<file path="config.mk">
export PLATFORM = sky130hd
export DESIGN_NAME = tcdm_interconnect
export DESIGN_NICKNAME = d
export VERILOG_FILES = /design/src/design/tcdm_pkg.sv /design/src/design/tcdm_bank_arbiter.sv /design/src/design/tcdm_interconnect.sv
export SDC_FILE = /design/constraint.sdc
export NUM_CORES = 1
export LEC_CHECK = 0
export BUFFER_PORTS_ARGS = -buffer_cell sky130_fd_sc_hd__clkbuf_2
export CORE_AREA = 5 5 204 206
export DETAILED_ROUTE_END_ITERATION = 16
export DIE_AREA = 0 0 209 211
export SLEW_MARGIN = 30
export SYNTH_ARGS = -nofsm -noshare
export SYNTH_HDL_FRONTEND = slang
export SYNTH_SLANG_ARGS = --single-unit
</file>
<file path="constraint.sdc">
create_clock -name clk_i -period 1.7 [get_ports clk_i]
set_input_delay 0.085 -clock clk_i [delete_from_list [all_inputs] [get_ports clk_i]]
set_output_delay 0.085 -clock clk_i [all_outputs]
set_load 0.02 [all_outputs]
</file>
<file path="src/design/tcdm_pkg.sv">
// ~~~~~~~~~~~~~~~~~~~~
// TCDM shared definitions
// word, byte-enable and address sizes plus the byte offset
// below the bank index in an initiator address
// ~~~~~~~~~~~~~~~~~~~~

package tcdm_pkg;

  // data word
  localparam int unsigned DataWidth = 32;
  localparam int unsigned BeWidth   = DataWidth / 8;  // one enable per byte

  // byte address as seen by an initiator
  localparam int unsigned AddrWidth = 32;

  // word-interleaved layout from the lsb up
  //   [ByteOffBits-1:0]  byte within the word that the banks ignore
  //   next log2(NbBanks) bank index
  //   next log2(BankSize) row inside the bank
  localparam int unsigned ByteOffBits = 2;

  typedef logic [DataWidth-1:0] data_t;  // one data word
  typedef logic [BeWidth-1:0]   be_t;    // byte enables of one word
  typedef logic [AddrWidth-1:0] addr_t;  // byte address

endpackage : tcdm_pkg

</file>
<file path="src/design/tcdm_bank_arbiter.sv">
// ~~~~~~~~~~~~~~~~~~~~
// TCDM bank arbiter
// round-robin choice of one initiator for one bank
// ~~~~~~~~~~~~~~~~~~~~

`timescale 1ns/10ps

module tcdm_bank_arbiter #(
  parameter int unsigned NbPorts = 2,
  localparam int unsigned IdWidth = (NbPorts > 1) ? $clog2(NbPorts) : 1
) (
  input  logic               clk_i,
  input  logic               rst_ni,
  input  logic [NbPorts-1:0] req_i,   // initiators aiming at this bank
  output logic [NbPorts-1:0] gnt_o,   // one-hot winner, zero when idle
  output logic [IdWidth-1:0] idx_o    // winner index
);

  logic [IdWidth-1:0] ptr_q;     // highest priority initiator this cycle
  logic [IdWidth-1:0] ptr_d;
  logic [IdWidth-1:0] win_idx;
  logic               win_found;

  // scan from the pointer, wrapping around, first requester wins
  always_comb begin : pick_winner
    int unsigned cand;
    win_found = 1'b0;
    win_idx   = '0;
    for (int unsigned k = 0; k < NbPorts; k++) begin
      cand = (int'(ptr_q) + k) % NbPorts;
      if (!win_found && req_i[cand]) begin
        win_found = 1'b1;
        win_idx   = IdWidth'(cand);
      end
    end
  end

  always_comb begin : drive_gnt
    gnt_o = '0;
    if (win_found) begin
      gnt_o[win_idx] = 1'b1;
    end
  end

  assign idx_o = win_idx;

  // next priority goes to the one after the winner
  always_comb begin : next_ptr
    ptr_d = ptr_q;
    if (win_found) begin
      if (win_idx == IdWidth'(NbPorts - 1)) begin
        ptr_d = '0;                       // wrap
      end else begin
        ptr_d = win_idx + 1'b1;
      end
    end
  end

  always_ff @(posedge clk_i or negedge rst_ni) begin : ptr_reg
    if (!rst_ni) begin
      ptr_q <= '0;
    end else begin
      ptr_q <= ptr_d;
    end
  end

  // single winner, and only someone who asked
  a_gnt_legal : assert property (
    @(posedge clk_i) disable iff (!rst_ni)
    $onehot0(gnt_o) && ((gnt_o & ~req_i) == '0)
  ) else $error("illegal grant vector %b for requests %b", gnt_o, req_i);

endmodule : tcdm_bank_arbiter

</file>
<file path="src/design/tcdm_interconnect.sv">
// ~~~~~~~~~~~~~~~~~~~~
// TCDM interconnect
// decodes initiator addresses, arbitrates each bank and
// routes read responses back by id
// ~~~~~~~~~~~~~~~~~~~~

`timescale 1ns/10ps

module tcdm_interconnect #(
  parameter int unsigned NbPorts  = 2,
  parameter int unsigned NbBanks  = 4,
  parameter int unsigned BankSize = 64,
  localparam int unsigned BankIdxW = $clog2(NbBanks),
  localparam int unsigned RowWidth = $clog2(BankSize),
  localparam int unsigned IdWidth  = (NbPorts > 1) ? $clog2(NbPorts) : 1
) (
  input  logic                                       clk_i,
  input  logic                                       rst_ni,
  // initiator side
  input  logic            [NbPorts-1:0]                req_i,
  input  tcdm_pkg::addr_t [NbPorts-1:0]                add_i,
  input  logic            [NbPorts-1:0]                wen_i,      // low = write
  input  tcdm_pkg::data_t [NbPorts-1:0]                data_i,
  input  tcdm_pkg::be_t   [NbPorts-1:0]                be_i,
  output logic            [NbPorts-1:0]                gnt_o,
  output logic            [NbPorts-1:0]                r_valid_o,
  output tcdm_pkg::data_t [NbPorts-1:0]                r_data_o,
  // bank side
  output logic            [NbBanks-1:0]                bank_req_o,
  output logic            [NbBanks-1:0][RowWidth-1:0]  bank_add_o,
  output logic            [NbBanks-1:0]                bank_wen_o,
  output tcdm_pkg::data_t [NbBanks-1:0]                bank_data_o,
  output tcdm_pkg::be_t   [NbBanks-1:0]                bank_be_o,
  output logic            [NbBanks-1:0][IdWidth-1:0]   bank_id_o,
  input  logic            [NbBanks-1:0]                bank_gnt_i,
  input  logic            [NbBanks-1:0]                bank_r_valid_i,
  input  tcdm_pkg::data_t [NbBanks-1:0]                bank_r_data_i,
  input  logic            [NbBanks-1:0][IdWidth-1:0]   bank_r_id_i
);

  logic [NbPorts-1:0][BankIdxW-1:0] port_bank;       // target bank per initiator
  logic [NbPorts-1:0][RowWidth-1:0] port_row;        // row inside that bank
  logic [NbBanks-1:0][NbPorts-1:0]  bank_port_req;   // who wants each bank
  logic [NbBanks-1:0][NbPorts-1:0]  bank_port_gnt;   // arbiter winner per bank
  logic [NbBanks-1:0][IdWidth-1:0]  win_idx;
  logic [NbPorts-1:0][NbBanks-1:0]  resp_hit;        // bank b answers port p

  // fixed field split, bits above the row are dropped
  for (genvar p = 0; p < NbPorts; p++) begin : gen_decode
    assign port_bank[p] = add_i[p][tcdm_pkg::ByteOffBits +: BankIdxW];
    assign port_row[p]  = add_i[p][tcdm_pkg::ByteOffBits + BankIdxW +: RowWidth];
  end

  for (genvar b = 0; b < NbBanks; b++) begin : gen_bank

    for (genvar p = 0; p < NbPorts; p++) begin : gen_req_vec
      assign bank_port_req[b][p] = req_i[p] && (port_bank[p] == BankIdxW'(b));
    end

    tcdm_bank_arbiter #(
      .NbPorts (NbPorts)
    ) u_arbiter (
      .clk_i  (clk_i),
      .rst_ni (rst_ni),
      .req_i  (bank_port_req[b]),
      .gnt_o  (bank_port_gnt[b]),
      .idx_o  (win_idx[b])
    );

    // winner's request goes through, index rides along as id
    assign bank_req_o[b]  = |bank_port_req[b];
    assign bank_add_o[b]  = port_row[win_idx[b]];
    assign bank_wen_o[b]  = wen_i[win_idx[b]];
    assign bank_data_o[b] = data_i[win_idx[b]];
    assign bank_be_o[b]   = be_i[win_idx[b]];
    assign bank_id_o[b]   = win_idx[b];
  end

  // gnt needs both the arbiter win and the bank accepting
  always_comb begin : route_gnt
    gnt_o = '0;
    for (int unsigned b = 0; b < NbBanks; b++) begin
      for (int unsigned p = 0; p < NbPorts; p++) begin
        if (bank_port_gnt[b][p] && bank_gnt_i[b]) begin
          gnt_o[p] = 1'b1;
        end
      end
    end
  end

  // response goes to whoever the id names
  always_comb begin : route_resp
    resp_hit  = '0;
    r_valid_o = '0;
    r_data_o  = '0;
    for (int unsigned b = 0; b < NbBanks; b++) begin
      for (int unsigned p = 0; p < NbPorts; p++) begin
        if (bank_r_valid_i[b] && (bank_r_id_i[b] == IdWidth'(p))) begin
          resp_hit[p][b] = 1'b1;
          r_valid_o[p]   = 1'b1;
          r_data_o[p]    = bank_r_data_i[b];
        end
      end
    end
  end

  // an initiator gets one grant per cycle so at most one bank answers it
  for (genvar p = 0; p < NbPorts; p++) begin : gen_resp_chk
    a_single_resp : assert property (
      @(posedge clk_i) disable iff (!rst_ni)
      $onehot0(resp_hit[p])
    ) else $error("port %0d got responses from several banks: %b", p, resp_hit[p]);
  end

endmodule : tcdm_interconnect

</file>
==> out/results.txt, run 1 <==
Status = complete, but fails checks
Failing checks = setup timing
Final setup fails = 151
CP arrival = 1.87 ns
Vias per cell = 4.697
Path depth of the worst reg2reg path = 4
GR met2 Demand/Resource = 0.2805
Area grow syn2layout = 93.27%
Flops & latches, synth = 4
Final HPWL DP = 29750 um
Crit Path Max Fanout = 17
Sequential Power Share = 0.035
RSZ-0062 raised after global routing = yes
Largest stage delay on the critical path = 0.36 ns
Clk slew on worst S/H paths = 0.03 ns
First-pass GRT wire length = 52050 um
Number of I/O pins = 530
Final ANT Viol Nets = 0
Clock power frac = 0.096
Min cycle time layout = 1.951 ns
Layout cells sized above 1 = 0.7072
DIE AREA = 0.04410 mm^2
Main synth FF type = dfrtp_1
Top post-synthesis cells by area = mux2_2, mux2_4, nand3_1
Total wire length = 38160 um
CP max-delay cell = mux2_2
Hold Violations, Final = 0
Max reg flops = 4
Relative slew margins = 0.6952
GPL Wtd Cong = 0.9713
NumNets Final = 1370
Synth unique cells = 49
Power share of the combinational group = 0.869
Clk sinks = 4
HP Class = input port to asynchronous set/reset pin
Post-Synthesis Cells = 595
Average routed wire per standard cell = 23.67 um
Skew final = 0 ns
Pwr Total = 0.003930 W
GRT Total Usage = 0.1506
Starting Density = 0.1225
Synth area leader = mux2_2
DP Area = 0.007998 mm^2
Async SR Flop Fraction = 1.000
Startpoint Class = register
Drt pass-1 iters = 5
Yosys warns = 0
CP Cell Sequence = and4bb_2 -> nor3_4 -> buf_12 -> clkbuf_16 -> mux2_2 -> buf_2
Met3 usage in global routing = 0.03772
MaxCap Viol Count = 0
Syn Std Cell Area = 0.004832 mm^2
GRT busiest layer = met2
Largest net degree at the start of global routing = 36
GR Layer Usage met1 = 0.1601
Syn_nets = 877
DR iter-0 viols = 637
Share of the synthesized area in the top cell type = 0.3076
Antenna violations before repair = 4
CTS tree = done
Final setup margin = -0.2511 ns
Later-pin clock latency in the skew report = 0.23 ns
Final global-route overflow total = 0
Longest Clk Path Bufs = 2
CORE AREA = 0.03946 mm^2
Regs by FF count = gen_bank.u_arbiter.ptr_q (4)
Buffers on Ports = 481
Cts bufs inserted = 3
Design area = 0.009339 mm^2
Chip Width = 209 um
Worst hold margin = 0.2010 ns
Setup slack after placement = -0.003245 ns
Worst Setup SP = gen_bank[1].u_arbiter.ptr_q
Fmax = 512.5 MHz
P_int = 0.001915 W
Die height = 211 um
DRC Markers = 0
Slew Limit Fails = 0
Peak VDD IR = 0.2046 mV
Least-Margin Pin Slew = 0.4572 ns
Critical Path RT = 1.62 ns
Sw frac = 0.5128
Register area share after synthesis = 0.02071
Static Leak = 4.439 nW
Row count = 73
Biggest register = gen_bank.u_arbiter.ptr_q
Vias = 7571
PD cells = 420.8 mW/mm^2
Setup CP Type = register to output port
Total net switching power = 0.002015 W
Critical Path End Type = output port
Setup TNS Final = -23.98 ns
RR Startpoint = gen_bank[0].u_arbiter.ptr_q
Root buf cell = clkbuf_16
Syn_area_per_cell = 8.121 um^2
H-tree Lvls = 1
Vias in the first global route = 7637
Number of synthesized flops with an enable pin = 0
Period utilization = 1.148
==> cells in the mapped netlist, types with 14 or more instances <==
| master | count |
|---|---|
| a311oi_1 | 32 |
| clkbuf_1 | 40 |
| inv_1 | 35 |
| mux2_2 | 132 |
| mux2_4 | 39 |
| nand2_1 | 42 |
| nand3_1 | 67 |
| nor2_1 | 34 |
| nor3_1 | 32 |
| o221a_1 | 14 |
| o221a_2 | 18 |
| o311ai_0 | 32 |
==> layer usage <==
metal / vias up / share of wire
met1: 3646 / 0.34
met3: 80 / 0.096
met4: 0 / 0.057
met5: - / 0
met2: 550 / 0.51
li1: 3295 / -
==> placed cells by master (no fill, tap or decap), types with 6 or more instances in the layout <==
cell type / synthesis / final
clkbuf_2: 1 / 379
mux2_2: 132 / 112
nand3_1: 67 / 67
mux2_4: 39 / 60
buf_6: 8 / 47
nand2_1: 42 / 42
buf_4: 8 / 41
inv_1: 35 / 35
nor2_1: 34 / 34
nor3_1: 32 / 32
a311oi_1: 32 / 32
o311ai_0: 32 / 32
buf_8: 0 / 31
buf_12: 4 / 23
buf_2: 7 / 21
o221a_2: 18 / 18
o221a_1: 14 / 14
clkbuf_16: 0 / 9
clkbuf_8: 2 / 6
==> layout make-up <==
type	instances	area, um^2
sequential	4	100.1
multi-input combinational	483	4240
antenna	1	2.502
tap	525	656.9
clock buffer	3	75.07
fill	4335	30120
timing repair buffer	561	4133
inverter	35	131.4
==> critical path: cells and delay by family, from the launching register on <==
family                 cells  cell delay (ns)
buffers and inverters      3             0.51
AND/OR/NAND/NOR            2             0.44
multiplexers               1             0.36
flip-flops                 1             0.33
==> what timing repair did <==
action                                  CTS  global route
hold buffers                              1             0
cloned                                    7             7
setup buffers                            14             8
pin swaps                                 4             2
endpoints found under the hold margin     4             0
resized for setup                       102           205
endpoints found under the setup margin  174           164
==> power by group through the flow <==
stage                     sequential, W  clock, W  combinational [W]
after CTS                      0.000138  0.000370            0.00320
after global placement         0.000144         0            0.00295
after global routing           0.000141  0.000379            0.00356
after detailed placement       0.000146         0            0.00295
after floorplan                0.000140         0            0.00164
final                          0.000139  0.000376            0.00341
==> final timing paths <==
check	endpoint	slack, ns
min reg2reg	gen_bank[2].u_arbiter.ptr_q	0.61
min	gen_bank[0].u_arbiter.ptr_q	0.20
max	bank_data_o[45]	-0.25
max reg2reg	gen_bank[0].u_arbiter.ptr_q	0.66
max in group asynchronous	gen_bank[3].u_arbiter.ptr_q	1.37
min in group clk_i	gen_bank[3].u_arbiter.ptr_q	0.29
==> metrics by stage <==
stage / utilization / cells
floorplan: - / 595
global placement: 0.2027 / 1576
detailed placement: 0.2027 / 1576
CTS: 0.2233 / 1601
global route: 0.2367 / 1612
finish: 0.2367 / 1612
==> kinds of logic (layout without fill, tap and decap cells) <==
logic type | after synthesis | count (layout) | synth area share
AND/OR/NAND/NOR | 204 | 204 | 0.2183
multiplexers | 172 | 172 | 0.4311
buffers and inverters | 108 | 599 | 0.1222
AO/OA/AOI/OAI | 107 | 107 | 0.2077
flip-flops | 4 | 4 | 0.02072
other | 0 | 1 | 0
Note: power is estimated with default switching activity, not from simulation.
==> run 2: changes to the inputs <==
PLACE_DENSITY_LB_ADDON = 0.15   (was not set)
==> run 2 against run 1 <==
The flow still finishes with violations (setup timing). First-iteration DRC count decreased by 47%. Sequential power decreased by 3%. Global-route usage decreased by 1.2 points. Final cell count increased by 0.74%. Utilization increased by 2.0 points. Critical path depth unchanged. Clock skew unchanged. Sequential cell count unchanged.
==> out/results.txt, run 2 (synthesis results as in run 1) <==
Skew final = 0 ns
HP Class = input port to asynchronous set/reset pin
Critical Path End Type = output port
RR Endpoint = gen_bank[2].u_arbiter.ptr_q
Worst Setup SP = gen_bank[1].u_arbiter.ptr_q
Average routed wire per standard cell = 21.26 um
Biggest register = gen_bank.u_arbiter.ptr_q
Largest net degree at the start of global routing = 34
CORE AREA = 0.03946 mm^2
Setup CP Type = register to output port
Critical path's top delay family = buffers and inverters
Crit Path Max Fanout = 19
H-tree Lvls = 1
Largest stage delay on the critical path = 0.37 ns
CP Cell Sequence = and4bb_2 -> nor3_4 -> buf_6 -> buf_12 -> mux2_2 -> buf_2
Filler Cells Inserted = 4319
Hold Violations, Final = 0
Storage element area = 100.1 um^2
Total wire length = 34530 um
Number of I/O pins = 530
Failing checks = setup timing
Vias per cell = 4.464
Period utilization = 1.123
MaxCap Viol Count = 0
Slew Limit Fails = 0
Status = complete, but fails checks
Regs by FF count = gen_bank.u_arbiter.ptr_q (4)
Static Leak = 4.924 nW
Vias in the first global route = 7566
Buffers on Ports = 481
Final setup margin = -0.2095 ns
DP Area = 0.008073 mm^2
Area occupied by multi-input gates = 0.004484 mm^2
Critical Path RT = 1.62 ns
Cts bufs inserted = 3
CTS tree = done
Max reg flops = 4
CP arrival = 1.82 ns
Relative slew margins = 0.6873
Most frequent cells in the layout = clkbuf_2, mux2_4, buf_6
Final ANT Viol Nets = 0
Root buf cell = clkbuf_16
Area grow syn2layout = 109.5%
Min cycle time layout = 1.909 ns
Layout cells sized above 1 = 0.7092
RSZ-0062 raised after global routing = yes
Final global-route overflow total = 0
GPL Wtd Cong = 0.8749
Peak VDD IR = 0.2537 mV
GRT Total Usage = 0.1385
Chip Width = 209 um
Least-Margin Pin Slew = 0.4632 ns
WP buf/inv = 3
Pwr Total = 0.004076 W
Starting Density = 0.1225
Clk sinks = 4
Longest Clk Path Bufs = 2
Vias = 7249
Antenna violations before repair = 2
Drt pass-1 iters = 5
First-pass GRT wire length = 48330 um
Later-pin clock latency in the skew report = 0.22 ns
NumNets Final = 1381
Path depth of the worst reg2reg path = 3
PD cells = 402.6 mW/mm^2
DR iter-0 viols = 335
Design area = 0.01012 mm^2
Reg2Reg Setup Slack = 0.71 ns
Startpoint Class = register
Clk slew on worst S/H paths = 0.03 ns
Final setup fails = 155
RR Startpoint = gen_bank[2].u_arbiter.ptr_q
Commonest non-fill, non-tap cell in the layout = clkbuf_2
Fmax = 523.7 MHz
DRC Markers = 0
Die height = 211 um
CP max-delay cell = mux2_2
Final HPWL DP = 25730 um
Row count = 73
DIE AREA = 0.04410 mm^2
run 2: through the flow:
stage	hold WS [ns]	setup TNS [ns]	util	setup slack, ns	cells
after detailed placement	-0.09135	-0.1107	0.2046	-0.03320	1586
after global placement	-0.09116	-0.01573	0.2046	-0.01573	1586
after global routing	0.2357	-31.75	0.2566	-0.2728	1624
after floorplan	-0.2106	0	-	0.1190	595
after CTS	0.2403	-21.69	0.2351	-0.2173	1616
final	0.2045	-20.53	0.2566	-0.2095	1624
run 2: worst register-to-register path, stage by stage, from the launching register on:
cell and delay [ns]:
dfrtp_1 0.33, and4bb_2 0.27, buf_4 0.14, a21o_1 0.14
run 2: area by class of cell:
class | count | area share
timing repair buffer | 572 | 0.4614
multi-input combinational | 483 | 0.4430
tap | 525 | 0.06489
inverter | 35 | 0.01298
sequential | 4 | 0.009887
clock buffer | 3 | 0.007416
antenna | 2 | 0.0004944
run 2: how the worst max path moves through the flow:
stage                            endpoint  cells after the start
final                     bank_data_o[49]                      6
after global routing      bank_data_o[49]                      6
after CTS                 bank_data_o[39]                      6
after detailed placement  bank_data_o[54]                      5
after global placement    bank_data_o[54]                      5
after floorplan                  gnt_o[1]                      3
run 2: layer usage:
layer / part of all wire / track usage
met5: 0 / 0
met4: 0.020 / 0.03510
met3: 0.078 / 0.03490
met2: 0.53 / 0.2616
met1: 0.37 / 0.1553
run 2: where the power goes:
part	switching (W)	internal, W
Sequential	0.0000164	0.000119
Clock	0.0000689	0.000301
Combinational	0.00185	0.00172
run 2: what timing repair did:
item / in CTS / in global routing
cloned: 9 / 3
buffers inserted: 18 / 8
hold endpoints to repair: 4 / 0
pin swaps: 2 / 3
setup endpoints to repair: 170 / 175
hold buffers: 1 / 0
gates resized for setup: 181 / 387
